**src/pad_pkg.sv**
```systemverilog
package pad_pkg;

    //////////////////////////////////////////////////
    // widths
    //////////////////////////////////////////////////

    localparam int LINE_SIZE = 6;   // tile rows / cols
    localparam int ADDR_W    = 11;  // in-bank address
    localparam int NUM_BANKS = 3;   // columns rotate over these

    // bit positions inside edge_mask_t, mask reads {up, down, left, right}
    localparam int EDGE_UP    = 3;
    localparam int EDGE_DOWN  = 2;
    localparam int EDGE_LEFT  = 1;
    localparam int EDGE_RIGHT = 0;

    //////////////////////////////////////////////////
    // vector types
    //////////////////////////////////////////////////

    typedef logic [LINE_SIZE-1:0] tile_dim_t;  // tile row or column count
    typedef logic [LINE_SIZE:0]   pos_t;       // position, padded index
    typedef logic [ADDR_W-1:0]    addr_t;
    typedef logic [1:0]           bank_t;      // 0..2
    typedef logic [3:0]           edge_mask_t;

    // padding type codes as seen on the request port
    typedef enum logic [3:0] {
        left_up        = 4'd0,
        up             = 4'd1,
        right_up       = 4'd2,
        left           = 4'd3,
        middle         = 4'd4,
        right          = 4'd5,
        left_down      = 4'd6,
        down           = 4'd7,
        right_down     = 4'd8,
        all_padding    = 4'd9,
        all_no_padding = 4'd10
    } pad_type_t;

endpackage

```
**src/pad_request_decode.sv**
```systemverilog
`timescale 1ns/1ps

module pad_request_decode
    import pad_pkg::*;
(
    input  logic       clk,
    input  logic       rst,
    // request side
    input  logic       start_valid,
    output logic       start_ready,
    input  pad_type_t  pad_type,
    input  tile_dim_t  tile_rows,
    input  tile_dim_t  tile_cols,
    input  pos_t       row_position,
    input  pos_t       col_position,
    // job descriptor to the walker
    output logic       job_valid,
    input  logic       job_ready,
    output edge_mask_t edges,
    output pos_t       last_row,
    output pos_t       last_col,
    output pos_t       job_row_position,
    output pos_t       job_col_position
);

    edge_mask_t type_edges;
    logic       take;

    assign start_ready = !job_valid;  // one job in flight at most
    assign take        = start_valid && start_ready;

    //////////////////////////////////////////////////
    // type to edge mask
    //////////////////////////////////////////////////

    always_comb begin
        case (pad_type)
            left_up:     type_edges = 4'b1010;
            up:          type_edges = 4'b1000;
            right_up:    type_edges = 4'b1001;
            left:        type_edges = 4'b0010;
            right:       type_edges = 4'b0001;
            left_down:   type_edges = 4'b0110;
            down:        type_edges = 4'b0100;
            right_down:  type_edges = 4'b0101;
            all_padding: type_edges = 4'b1111;
            default:     type_edges = 4'b0000;  // middle, no padding, bad codes
        endcase
    end

    //////////////////////////////////////////////////
    // job register
    //////////////////////////////////////////////////

    always_ff @(posedge clk) begin
        if (rst) begin
            job_valid <= 1'b0;
        end else if (take) begin
            job_valid <= 1'b1;
        end else if (job_ready) begin
            job_valid <= 1'b0;   // walker is finished with it
        end
    end

    always_ff @(posedge clk) begin
        if (take) begin
            edges            <= type_edges;
            last_row         <= pos_t'(tile_rows) + pos_t'(1);  // H-1
            last_col         <= pos_t'(tile_cols) + pos_t'(1);  // W-1
            job_row_position <= row_position;
            job_col_position <= col_position;
        end
    end

endmodule

```
**src/pad_cell_walker.sv**
```systemverilog
`timescale 1ns/1ps

module pad_cell_walker
    import pad_pkg::*;
(
    input  logic       clk,
    input  logic       rst,
    input  logic       job_valid,
    output logic       job_ready,
    input  edge_mask_t edges,
    input  pos_t       last_row,
    input  pos_t       last_col,
    input  pos_t       job_row_position,
    input  pos_t       job_col_position,
    output logic       cell_valid,
    input  logic       cell_ready,
    output pos_t       cell_row,
    output pos_t       cell_col,
    output logic       cell_last,
    output logic       cell_empty
);

    localparam int PW     = $bits(pos_t);
    localparam int CELL_W = 2 * PW + 1;  // {found, row, col}

    logic              active;      // job taken and not yet released
    logic              wait_drain;  // last cell sits in the output stage
    pos_t              cur_row;
    pos_t              cur_col;
    logic [CELL_W-1:0] first_cell;
    logic [CELL_W-1:0] first_step;
    logic [CELL_W-1:0] next_cell;
    logic [CELL_W-1:0] next_step;

    // every row enabled on this column
    function automatic logic full_col(input pos_t c, input edge_mask_t e, input pos_t lc);
        return (e[EDGE_UP] && c == '0) || (e[EDGE_DOWN] && c == lc);
    endfunction

    // first enabled cell at column c or beyond
    function automatic logic [CELL_W-1:0] first_from(input pos_t c, input edge_mask_t e,
                                                     input pos_t lr, input pos_t lc);
        if (c > lc)
            return '0;
        else if (full_col(c, e, lc) || e[EDGE_LEFT])
            return {1'b1, pos_t'(0), c};
        else if (e[EDGE_RIGHT])
            return {1'b1, lr, c};
        else if (e[EDGE_DOWN])
            return {1'b1, pos_t'(0), lc};  // skip the empty middle columns
        else
            return '0;
    endfunction

    // enabled cell following (r, c) in column-major order
    function automatic logic [CELL_W-1:0] step(input pos_t r, input pos_t c, input edge_mask_t e,
                                               input pos_t lr, input pos_t lc);
        if (full_col(c, e, lc) && r < lr)
            return {1'b1, pos_t'(r + 1'b1), c};
        else if (!full_col(c, e, lc) && r == '0 && e[EDGE_RIGHT])
            return {1'b1, lr, c};              // top row done, jump to bottom row
        else if (c < lc)
            return first_from(pos_t'(c + 1'b1), e, lr, lc);
        else
            return '0;
    endfunction

    // looked up one cell ahead so the final one carries the last flag
    assign first_cell = first_from('0, edges, last_row, last_col);
    assign first_step = step(first_cell[2*PW-1:PW], first_cell[PW-1:0], edges, last_row, last_col);
    assign next_cell  = step(cur_row, cur_col, edges, last_row, last_col);
    assign next_step  = step(next_cell[2*PW-1:PW], next_cell[PW-1:0], edges, last_row, last_col);

    assign cell_row = job_row_position + cur_row;  // absolute row
    assign cell_col = job_col_position + cur_col;  // absolute column

    always_ff @(posedge clk) begin
        if (rst) begin
            active     <= 1'b0;
            wait_drain <= 1'b0;
            job_ready  <= 1'b0;
            cell_valid <= 1'b0;
            cell_last  <= 1'b0;
            cell_empty <= 1'b0;
            cur_row    <= '0;
            cur_col    <= '0;
        end else begin
            job_ready <= 1'b0;
            if (!active) begin
                if (job_valid) begin
                    active     <= 1'b1;
                    cell_valid <= 1'b1;
                    cur_row    <= first_cell[2*PW-1:PW];
                    cur_col    <= first_cell[PW-1:0];
                    cell_empty <= !first_cell[2*PW];  // no edges at all
                    cell_last  <= !first_cell[2*PW] || !first_step[2*PW];
                end
            end else if (job_ready) begin
                active <= 1'b0;
            end else if (cell_valid && cell_ready) begin
                if (cell_last) begin
                    cell_valid <= 1'b0;
                    wait_drain <= !cell_empty;
                    job_ready  <= cell_empty;   // empty token frees at once
                end else begin
                    cur_row   <= next_cell[2*PW-1:PW];
                    cur_col   <= next_cell[PW-1:0];
                    cell_last <= !next_step[2*PW];
                end
            end else if (wait_drain && cell_ready) begin
                wait_drain <= 1'b0;   // last address leaves this cycle
                job_ready  <= 1'b1;
            end
        end
    end

endmodule

```
**src/pad_addr_result.sv**
```systemverilog
`timescale 1ns/1ps

module pad_addr_result
    import pad_pkg::*;
#(
    parameter int MAX_TILE_SIZE = 34   // address stride of one bank column
) (
    input  logic  clk,
    input  logic  rst,
    input  logic  cell_valid,
    output logic  cell_ready,
    input  pos_t  cell_row,
    input  pos_t  cell_col,
    input  logic  cell_last,
    input  logic  cell_empty,
    output logic  addr_valid,
    input  logic  addr_ready,
    output bank_t bank,
    output addr_t addr,
    output logic  done
);

    localparam int COL_RANGE = 2 ** $bits(pos_t);

    bank_t cell_bank;
    pos_t  cell_bcol;   // column index inside the bank
    addr_t cell_addr;
    logic  take;
    logic  out_last;

    //////////////////////////////////////////////////
    // column split, mod 3 and div 3
    //////////////////////////////////////////////////

    always_comb begin
        cell_bank = '0;
        cell_bcol = '0;
        for (int i = 0; i < COL_RANGE; i++) begin
            if (cell_col == pos_t'(i)) begin
                cell_bank = bank_t'(i % NUM_BANKS);
                cell_bcol = pos_t'(i / NUM_BANKS);
            end
        end
    end

    assign cell_addr = addr_t'(cell_row) + addr_t'(cell_bcol) * addr_t'(MAX_TILE_SIZE);

    //////////////////////////////////////////////////
    // output stage
    //////////////////////////////////////////////////

    assign cell_ready = !addr_valid || addr_ready;  // empty or draining
    assign take       = cell_valid && cell_ready;

    always_ff @(posedge clk) begin
        if (rst) begin
            addr_valid <= 1'b0;
            out_last   <= 1'b0;
            done       <= 1'b0;
        end else begin
            // after the final address leaves, or right after an empty token
            done <= (addr_valid && addr_ready && out_last) || (take && cell_empty);
            if (take) begin
                addr_valid <= !cell_empty;
                out_last   <= cell_last && !cell_empty;
            end else if (addr_ready) begin
                addr_valid <= 1'b0;
            end
        end
    end

    always_ff @(posedge clk) begin
        if (take && !cell_empty) begin
            bank <= cell_bank;
            addr <= cell_addr;
        end
    end

endmodule

```
**src/pad_addr_gen.sv**
```systemverilog
`timescale 1ns/1ps

module pad_addr_gen
    import pad_pkg::*;
#(
    parameter int MAX_TILE_SIZE = 34
) (
    input  logic      clk,
    input  logic      rst,
    input  logic      start_valid,
    output logic      start_ready,
    input  pad_type_t pad_type,
    input  tile_dim_t tile_rows,
    input  tile_dim_t tile_cols,
    input  pos_t      row_position,
    input  pos_t      col_position,
    output logic      addr_valid,
    input  logic      addr_ready,
    output bank_t     bank,
    output addr_t     addr,
    output logic      done
);

    // decode to walker
    logic       job_valid;
    logic       job_ready;
    edge_mask_t edges;
    pos_t       last_row;
    pos_t       last_col;
    pos_t       job_row_position;
    pos_t       job_col_position;

    // walker to result
    logic       cell_valid;
    logic       cell_ready;
    pos_t       cell_row;
    pos_t       cell_col;
    logic       cell_last;
    logic       cell_empty;

    pad_request_decode u_decode (
        .clk              (clk),
        .rst              (rst),
        .start_valid      (start_valid),
        .start_ready      (start_ready),
        .pad_type         (pad_type),
        .tile_rows        (tile_rows),
        .tile_cols        (tile_cols),
        .row_position     (row_position),
        .col_position     (col_position),
        .job_valid        (job_valid),
        .job_ready        (job_ready),
        .edges            (edges),
        .last_row         (last_row),
        .last_col         (last_col),
        .job_row_position (job_row_position),
        .job_col_position (job_col_position)
    );

    pad_cell_walker u_walker (
        .clk              (clk),
        .rst              (rst),
        .job_valid        (job_valid),
        .job_ready        (job_ready),
        .edges            (edges),
        .last_row         (last_row),
        .last_col         (last_col),
        .job_row_position (job_row_position),
        .job_col_position (job_col_position),
        .cell_valid       (cell_valid),
        .cell_ready       (cell_ready),
        .cell_row         (cell_row),
        .cell_col         (cell_col),
        .cell_last        (cell_last),
        .cell_empty       (cell_empty)
    );

    pad_addr_result #(
        .MAX_TILE_SIZE (MAX_TILE_SIZE)
    ) u_result (
        .clk        (clk),
        .rst        (rst),
        .cell_valid (cell_valid),
        .cell_ready (cell_ready),
        .cell_row   (cell_row),
        .cell_col   (cell_col),
        .cell_last  (cell_last),
        .cell_empty (cell_empty),
        .addr_valid (addr_valid),
        .addr_ready (addr_ready),
        .bank       (bank),
        .addr       (addr),
        .done       (done)
    );

endmodule

```
**config.mk**
```make
export PLATFORM = sky130hd
export DESIGN_NAME = pad_addr_gen
export DESIGN_NICKNAME = d
export VERILOG_FILES = /design/src/pad_pkg.sv /design/src/pad_request_decode.sv /design/src/pad_cell_walker.sv /design/src/pad_addr_result.sv /design/src/pad_addr_gen.sv
export SDC_FILE = /design/constraint.sdc
export NUM_CORES = 1
export LEC_CHECK = 0
export BUFFER_PORTS_ARGS = -buffer_cell sky130_fd_sc_hd__buf_4
export CAP_MARGIN = 20
export CORE_MARGIN = 1
export CORE_UTILIZATION = 44
export DETAILED_ROUTE_END_ITERATION = 10
export HOLD_SLACK_MARGIN = 0.03
export PLACE_DENSITY = 0.61
export SETUP_SLACK_MARGIN = 0.05
export SLEW_MARGIN = 10
export SYNTH_ARGS = -nofsm -noshare
export SYNTH_HDL_FRONTEND = slang
export SYNTH_HIERARCHICAL = 1
export SYNTH_SLANG_ARGS = --single-unit
```
**constraint.sdc**
```tcl
create_clock -name clk -period 7.4 [get_ports clk]
set_input_delay 0.74 -clock clk [delete_from_list [all_inputs] [get_ports clk]]
set_output_delay 0.74 -clock clk [all_outputs]
set_load 0.01 [all_outputs]
```
Word-level counts from Yosys, hierarchy flattened --
Memories as Yosys holds them, arrays and structs flattened. A register that Yosys moved wholly into a read port is not among the register bits. Index checks and enable logic that the tools add are counted.
Operators by class: add/sub/neg operators 11, multiply operators 1, order comparisons 10, equality and inequality tests 138, muxes and demuxes 306, bitwise gates (word level) 2, reductions and logical operators 74
Operators by type and width (count):
- equality test 7 bit, second input constant | 64
- 2-to-1 mux 2 bit | 130
- 2-to-1 mux 15 bit | 16
- 2-to-1 mux 5 bit | 48
- equality test 7 x 6 -> 1 bit, second input constant | 32
- 2-to-1 mux 6 bit | 32
- equality test 7 x 5 -> 1 bit, second input constant | 16
- 2-to-1 mux 4 bit | 24
- 2-to-1 mux 14 bit | 6
- logical NOT 7 bit | 10
- 2-to-1 mux 7 bit | 10
- equality test 7 x 4 -> 1 bit, second input constant | 8
- adder 7 x 1 -> 7 bit, second input constant | 6
- equality test 7 bit | 6
- less-than comparator 7 bit | 6
- 2-to-1 mux 3 bit | 12
- logical AND 1 bit | 30
- equality test 7 x 3 -> 1 bit, second input constant | 4
- 2-to-1 mux 1 bit | 28
- greater-than comparator 7 bit | 3
- adder 6 x 1 -> 7 bit, second input constant | 2
- adder 7 bit | 2
- equality test 7 x 2 -> 1 bit, second input constant | 2
- logical OR 1 bit | 14
- 14 further kinds | 31
Storage, ports and cells: register bits 65, ROM bits 64, input bits 34, output and inout bits 16, logic and storage cells 562, memories 1
Memories:
- (name not given) | words 16, bits a word 4, rd ports 1, clocked after memory_dff 1, write ports 0, line pad_request_decode.sv:37 | case (pad_type)

Depth between registers and ports, before layout --
Gate-level depths: netlist of run 1.
depth in word-level cells 129, gate-level depth with buffers 26

Modules after synthesis --
The synthesis of run 1 kept the hierarchy.
Modules (own cells, without submodules):
- pad_cell_walker | times used 1, cells each 526, area an instance 3977.6 um^2
- pad_addr_result | times used 1, cells each 337, area an instance 2476.1 um^2
- pad_request_decode | times used 1, cells each 79, area an instance 1286.2 um^2

Worst setup path before layout of run 1 --
OpenSTA, ideal clock, no wires.
path type register -> register, start register u_walker.cur_col[1], end register u_result.addr[10], data pin, setup time 254 ps, data arrival time 4844 ps, slack 2303 ps, stages on the path, launching flop included 24, path buffers 3, clock period less this slack 5097 ps, path through dfxtp_1 > inv_1 > fa_1 > inv_1 > a21oi_1 > o21bai_1 > a21o_1 > a21oi_1 > xnor2_1 > buf_2 > clkbuf_1 > buf_2 > nor2_1 > a21oi_1 > nor2_1 > a211oi_1 > nand3_1 > ha_1 > ha_1 > inv_1 > fa_1 > or4_4 > or3_1 > a21o_1
On the way: longest elaborated chain between the ends 129, elaborated cells between the ends (all ways) 253
RTL lines:
- from (decl) | line pad_cell_walker.sv:29 | pos_t cur_col;
- from (signal assigned) | line pad_cell_walker.sv:94 | cur_col <= first_cell[PW-1:0];
- from (signal assigned) | line pad_cell_walker.sv:107 | cur_col <= next_cell[PW-1:0];
- adder 7 bit (*) | line pad_cell_walker.sv:75 | assign cell_col = job_col_position + cur_col;
- named net cell_col[6] | line pad_addr_gen.sv:37 | pos_t cell_col;
- equality test 7 x 2 -> 1 bit | line pad_addr_result.sv:39 | if (cell_col == pos_t'(i)) begin
- 2-to-1 mux 1 bit (3 in series) | line pad_addr_result.sv:39
- 2-to-1 mux 2 bit (6 in series) | line pad_addr_result.sv:39
- 2-to-1 mux 3 bit (12 in series) | line pad_addr_result.sv:39
- 2-to-1 mux 4 bit (24 in series) | line pad_addr_result.sv:39
- 2-to-1 mux 5 bit (48 in series) | line pad_addr_result.sv:39
- 2-to-1 mux 6 bit (31 in series) | line pad_addr_result.sv:39
- 2-to-1 mux 6 bit (*) | line pad_addr_result.sv:39
- multiplier 6 x 5 -> 10 bit (*) | line pad_addr_result.sv:46 | assign cell_addr = addr_t'(cell_row) + addr_t'(cell_bcol) * addr_t'(MAX_TILE_SIZE);
- adder 7 x 11 -> 11 bit (*) | line pad_addr_result.sv:46
- named net u_result.cell_addr[10] | line pad_addr_result.sv:27 | addr_t cell_addr;
- to (signal assigned) | line pad_addr_result.sv:75 | addr <= cell_addr;
- to (decl) | line pad_addr_result.sv:19 | output addr_t addr,
Mark *: on every way through the listed nets, which the timed path passes. The rest lies on a longest branch. A chain may end at the register's enable or synchronous reset.

Worst setup path after layout of run 1 --
start register u_walker.cur_col[0], end register u_result.addr[10], data pin
The elaborated chain is that of the path after synthesis.

==> run_results.csv, run 1 <==
group,metric,value,unit
yosys,yosys.area.top_type,"edfxtp_1",
yosys,synth_ff_type,"edfxtp_1",
timing,final_hold_viol_count,0,
yosys,synth_top_cell_area_share,17.46,%
timing,hold_slack,0.4469,ns
routing,drtIter0Drc,582,
routing,vias,7204,
flow_run,maxCapViolCount,0,
global_route,grt_pass1_wl,34040,µm
clock_tree,insertion_delay,0.35,ns
clock_tree,cts_buffers,9,
clock_tree,cts-root-buf,"clkbuf_16",
power_and_ir_drop,ir_worst_vdd,125.7,µV
run_status,status,"complete, no violations",
floorplan,fp.dieW,134.6,µm
global_route,grt_max_degree,46,
setup_path,cp-end-kind,"flop",
final_layout,drive_gt1_share,11.21,%
floorplan,boundaryPins,50,
power_and_ir_drop,p_comb_share,51.2,%
clock_tree,cts-resized-gates,0,
setup_path,arrival,6.52,ns
timing,finalCritPeriodShare,86.78,%
clock_tree,clk_path_buf_depth,2,
routing,antenna_left,0,
clock_tree,htree_levels,3,
clock_tree,cts_tree,"built",
setup_path,critical_path_class,"reg2reg",
power_and_ir_drop,p_seq_share,24.8,%
power_and_ir_drop,power_switching,858.6,µW
min_path,min_path_type,"reg2reg",
routing,detail_route.wl_per_cell,17.56,µm
power_and_ir_drop,switching_share,40.32,%
global_route,grt-ovfl-total,0,
min_path,hold_depth,1,
final_layout,areaGrowthSynthToFinish,11.56,%
setup_path,slowest_stage,"xnor2_2",
timing,setup_viol,0,
power_and_ir_drop,powerDensity,246.6,mW/mm²
setup_path,r2r_cells,21,
yosys,async_reset_ff_share,0,%
timing,rsz0062_at_grt,"false",
yosys,yosysSeqAreaShare,23.67,%
place,dpl_cell_area,0.008269,mm²
setup_path,cp.depth,21,
floorplan,die_h,134.6,µm
floorplan,rows,48,
yosys,syn_inst,942,
setup_path,critPathTopFamily,"compound AO/OA/AOI/OAI gates",
yosys,synth.most_common_cell,"ha_1",
setup_path,r2r_slack,0.98,ns
routing,vias_per_cell,6.064,
yosys,synthesis.area,0.007740,mm²
routing,dr.pass1.iters,6,
setup_path,max_stage_delay,0.74,ns
floorplan,dieArea,0.01813,mm²
yosys,syn_avg_cell_area,8.216,µm²
clock_tree,cts_setup_buffers,0,
setup_path,cp_num_buf_inv,4,
timing,tns,0,ns
final_layout,n_antenna_cell,0,
clock_tree,clk_pin_slew,0.06,ns
global_route,grt_pass1_vias,6742,
routing,routed_wl,20870,µm
yosys,synth_seq_cells,69,
floorplan,core_area,0.01724,mm²
global_route,grtUsageTotal,23.69,%
setup_path,crit_fanout,18,
power_and_ir_drop,clkPwrFrac,24.0,%
timing,worstMarginPinSlew,1.066,ns
power_and_ir_drop,intPower,1.271,mW
clock_tree,clock-sinks,69,
place,dp_hpwl,15270,µm
setup_path,path_cells,"ha_1, inv_1, fa_1, inv_1, a21oi_1, o21bai_1, a21o_1, a21oi_1, xnor2_2, clkinv_1, a211oi_1, a221o_1, a221oi_1, o21ai_1, ha_1, ha_1, inv_1, fa_1, or4_4, or3_1, a21o_1",
global_route,antenna_found_initial,0,
yosys,synth_warnings,6,
yosys,synth_cell_types,88,
final_layout,nets,1095,
yosys,synth_nets,1078,
place,gp_routability_congestion,0.9796,
timing,period_needed,6.422,ns
final_layout,fin_area,0.008635,mm²
routing,drc,0,
timing,slew_violations,0,
power_and_ir_drop,leakage,3.683,nW
floorplan,start_util,44.90,%
setup_path,cp.required,7.50,ns
setup_path,startpoint_type,"flop",
timing,timing.fmax,0.1557,GHz
timing,maxSlewHeadroom,28.84,%
yosys,synth-edff-count,45,
clock_tree,hold_buffers,0,
yosys,synthTopCellsByCount,"98 x ha_1, 97 x nor2_1, 64 x nand2_1",
yosys,ys_top_cells_by_area,"edfxtp_1 17%, ha_1 16%, dfxtp_1 6.2%",
place,portBuffers,49,
timing,clock_skew,0.007548,ns
==> layout make-up <==
type | instances | area (µm²)
clock buffers | 10 | 239.0
repair buffers | 61 | 470.5
multi-input cells | 758 | 5480
inverters | 60 | 225.2
clock inverters | 5 | 106.4
flip-flops and latches | 69 | 1832
well taps | 225 | 281.5
fillers | 1664 | 8602
==> final timing paths <==
| check | from | end |
|---|---|---|
| worst max-delay path | u_walker/cur_col[0] | u_result/addr[10] |
| worst min-delay path | u_walker/job_ready | u_decode/job_valid |
| worst max register to register | u_walker/cur_col[0] | u_result/addr[10] |
| worst min register to register | u_walker/job_ready | u_decode/job_valid |
==> power by group through the flow <==
stage	clock network [mW]	logic, mW	registers (mW)
6_report	0.512	1.09	0.528
5_1_grt	0.535	1.21	0.534
4_1_cts	0.522	1.07	0.528
3_5_place_dp	0	1.07	0.536
3_3_place_gp	0	1.07	0.535
2_1_floorplan	0	0.813	0.524
==> logic make-up after synthesis <==
kind of cell	after synthesis	share of synthesized area, %
XOR/XNOR	52	5.884
AO/OA/AOI/OAI	244	22.28
adder cells (fa/ha/maj)	103	17.01
AND/OR/NAND/NOR	341	22.57
flip-flops	69	23.67
multiplexers	18	2.344
buffers and inverters	115	6.256
==> stage by stage <==
step                power (mW)  std cells  util [%]  setup WS, ns
floorplan                1.337        942         -         2.303
global placement         1.605       1172     47.97         1.280
detailed placement       1.603       1172     47.97         1.133
CTS                      2.123       1187     49.98         1.070
global route             2.277       1188     50.09        0.7060
finish                   2.130       1188     50.09        0.9785
==> metal layers <==
layer / GRT usage, % / vias to the layer above / share of wire [%]
met1: 32.84 / 3349 / 47
met3: 4.617 / 50 / 6.3
met5: 0 / - / 0
met2: 36.48 / 284 / 44
met4: 8.489 / 0 / 2.6
li1: - / 3521 / -
==> state kept, by name, indices dropped and copies added (netlist names), 2 cells and up <==
name                       count
u_result/bank                  2
u_walker/cur_col               7
u_result/addr                 11
u_decode/job_row_position      7
u_decode/last_col              7
u_decode/last_row              7
u_walker/cur_row               7
u_decode/edges                 4
u_decode/job_col_position      7
==> layout by cell type, fill, tap and decap left out, drive strengths merged, types with 28 or more instances in the layout <==
cell type and count:
o21ai 37, nor2 97, a211oi 28, nand2 66, nand3 30, xnor2 32
a21oi 64, ha 98, inv 59, buf 61, edfxtp 45
(Power assumes the default switching activity.)
==> run 2, diff against run 1 <==
--- a/config.mk
+++ b/config.mk
@@ -16,5 +16,4 @@
 export SLEW_MARGIN = 10
 export SYNTH_ARGS = -nofsm -noshare
 export SYNTH_HDL_FRONTEND = slang
-export SYNTH_HIERARCHICAL = 1
 export SYNTH_SLANG_ARGS = --single-unit
==> run_results.csv, run 2 <==
group,metric,value,unit
yosys,synth_nets,1093,
timing,period_needed,6.398,ns
floorplan,fp.dieW,135.5,µm
setup_path,crit_fanout,15,
floorplan,boundaryPins,50,
clock_tree,insertion_delay,0.35,ns
timing,setup_slack,1.002,ns
clock_tree,clock-sinks,69,
global_route,grt_pass1_wl,34730,µm
setup_path,max_stage_delay,0.69,ns
setup_path,cp.required,7.49,ns
setup_path,arrival,6.49,ns
final_layout,layout_common_cells,"98 x ha_1, 91 x nor2_1, 75 x nand2_1",
setup_path,critical_path_class,"reg2reg",
yosys,syn_inst,957,
global_route,grtUsageTotal,24.08,%
yosys,yosys.area.top_type,"edfxtp_1",
routing,routed_wl,21450,µm
final_layout,largest_reg_flops,11,
clock_tree,cts_setup_buffers,0,
final_layout,fillers,1696,
yosys,syn_avg_cell_area,8.190,µm²
min_path,min_path_type,"reg2reg",
setup_path,cp-end-kind,"flop",
floorplan,dieArea,0.01835,mm²
floorplan,core_area,0.01736,mm²
yosys,ys_top_cells_by_area,"edfxtp_1 17%, ha_1 16%, dfxtp_1 6.1%",
routing,drtIter0Drc,807,
final_layout,largest_register,"u_result.addr",
yosys,yosysSeqAreaShare,23.37,%
routing,dr.pass1.iters,7,
power_and_ir_drop,leakage,3.622,nW
routing,vias_per_cell,6.150,
routing,detail_route.wl_per_cell,17.68,µm
timing,tns,0,ns
timing,rsz0062_at_grt,"false",
yosys,synth_ff_type,"edfxtp_1",
setup_path,slowest_stage,"nor3_1",
yosys,synth.most_common_cell,"ha_1",
place,dp_hpwl,16010,µm
power_and_ir_drop,ir_worst_vdd,146.6,µV
clock_tree,cts_buffers,9,
yosys,synthTopCellsByCount,"98 x ha_1, 91 x nor2_1, 75 x nand2_1",
yosys,synth_cell_types,90,
global_route,grt_max_degree,33,
clock_tree,hold_buffers,0,
clock_tree,cts-resized-gates,0,
global_route,antenna_found_initial,0,
final_layout,n_antenna_cell,0,
routing,antenna_left,0,
global_route,grt-ovfl-total,0,
yosys,synthesis.area,0.007838,mm²
setup_path,cp_common_cell,"inv_1",
yosys,async_reset_ff_share,0,%
floorplan,rows,48,
place,dp_slack,1.219,ns
run_status,status,"complete, no violations",
timing,finalCritPeriodShare,86.47,%
final_layout,final_common_cell,"ha_1",
timing,final_hold_viol_count,0,
place,gp_routability_congestion,0.9553,
power_and_ir_drop,powerDensity,236.8,mW/mm²
final_layout,nets,1119,
timing,maxSlewHeadroom,35.86,%
clock_tree,clk_path_buf_depth,2,
setup_path,path_cells,"ha_1, inv_1, fa_1, nor2b_1, o21a_1, o21ai_1, a211o_1, nor3_1, o21ai_0, a21oi_1, a221oi_1, a31oi_1, ha_1, inv_1, fa_1, inv_1, a21oi_1, o21ai_0, a21o_1, a21o_1, nor2b_1, mux2_2, o22ai_1, xor2_1",
routing,drc,0,
yosys,synth_top_cell_area_share,17.24,%
timing,setup_viol,0,
final_layout,areaGrowthSynthToFinish,11.06,%
timing,worstMarginPinSlew,0.9601,ns
place,portBuffers,49,
flow_run,maxCapViolCount,0,
min_path,hold_depth,1,
yosys,synth-edff-count,45,
clock_tree,htree_levels,3,
clock_tree,clk_pin_slew,0.06,ns
yosys,synth_warnings,0,
final_layout,drive_gt1_share,11.74,%
floorplan,start_util,45.16,%
clock_tree,cts-root-buf,"clkbuf_16",
floorplan,die_h,135.5,µm
clock_tree,cts_tree,"built",
routing,vias,7460,
yosys,synth_seq_cells,69,
global_route,grt_pass1_vias,6906,
timing,clock_skew,0.004909,ns
timing,timing.fmax,0.1563,GHz
setup_path,startpoint_type,"flop",
setup_path,r2r_cells,24,
timing,slew_violations,0,
run 2: changes by cell type after synthesis, sizes merged, moves of 9 or more:
| cell | delta |
|---|---|
| nand2b | -20 |
| buf | -18 |
| nand3 | +15 |
| nor3 | +13 |
| clkbuf | +11 |
| o22ai | +10 |
| nand2 | +9 |
| o21ai | +9 |
run 2: path summary, 6_finish.rpt:
| kind | slack (ns) | end | startpoint |
|---|---|---|---|
| worst max-delay path | 1.00 | u_result.addr[9] | u_walker.cur_col[0] |
| worst min-delay path | 0.44 | u_decode.job_valid | u_walker.job_ready |
| worst max register to register | 1.00 | u_result.addr[9] | u_walker.cur_col[0] |
| worst min register to register | 0.44 | u_decode.job_valid | u_walker.job_ready |
run 2: worst max-delay path, delay by kind of cell, from the launching register on:
| family | cells | cell delay [ns] |
|---|---|---|
| fa+ha+maj | 4 | 1.33 |
| simple gates | 3 | 1.06 |
| xor+xnor | 1 | 0.08 |
| buf+inv | 3 | 0.18 |
| compound gates | 12 | 2.52 |
| mux | 1 | 0.37 |
| flops | 1 | 0.60 |
run 2: power breakdown:
group | leakage [nW] | total (mW) | internal, mW | switching [mW]
clock network | 0.146 | 0.441 | 0.271 | 0.170
logic | 2.85 | 1.09 | 0.442 | 0.649
registers | 0.625 | 0.529 | 0.486 | 0.0430
total | 3.62 | 2.06 | 1.20 | 0.862
run 2: stage by stage:
stage | cells | cell area [µm²] | total power, mW | hold WS, ns | utilization (%)
after CTS | 1212 | 8690 | 2.057 | 0.4451 | 50.06
after detailed placement | 1196 | 8387 | 1.599 | 0.4383 | 48.32
final | 1213 | 8705 | 2.061 | 0.4404 | 50.15
after global routing | 1213 | 8705 | 2.204 | 0.4602 | 50.15
after global placement | 1196 | 8387 | 1.606 | 0.4292 | 48.32
after floorplan | 957 | 7838 | 1.328 | 0.4070 | -
run 2: cell families (layout without fill, tap and decap cells):
group	Yosys count	in the layout	synth area share (%)
adder cells (fa/ha/maj)	103	103	16.79
flip-flops	69	69	23.37
AO/OA/AOI/OAI	264	264	23.91
buffers and inverters	105	136	5.588
XOR/XNOR	52	52	5.811
AND/OR/NAND/NOR	343	343	21.78
multiplexers	21	21	2.746
run 2: layer usage:
layer / global-route usage, % / up-vias / routed length, µm
met2: 38.32 / 341 / 9693
met5: 0 / - / 0
met3: 4.489 / 43 / 1506
met4: 7.179 / 0 / 379
met1: 32.95 / 3449 / 9865
li1: - / 3627 / -
run 2: final cells by class:
class	count	area [µm²]	share of cell area (%)
Inverter	57	214.0	2.458
Timing Repair Buffer	63	480.5	5.520
Tap cell	225	281.5	3.234
Sequential cell	69	1832	21.04
Multi-Input combinational cell	783	5594	64.27
Clock inverter	5	60.06	0.6900
Clock buffer	11	242.7	2.789
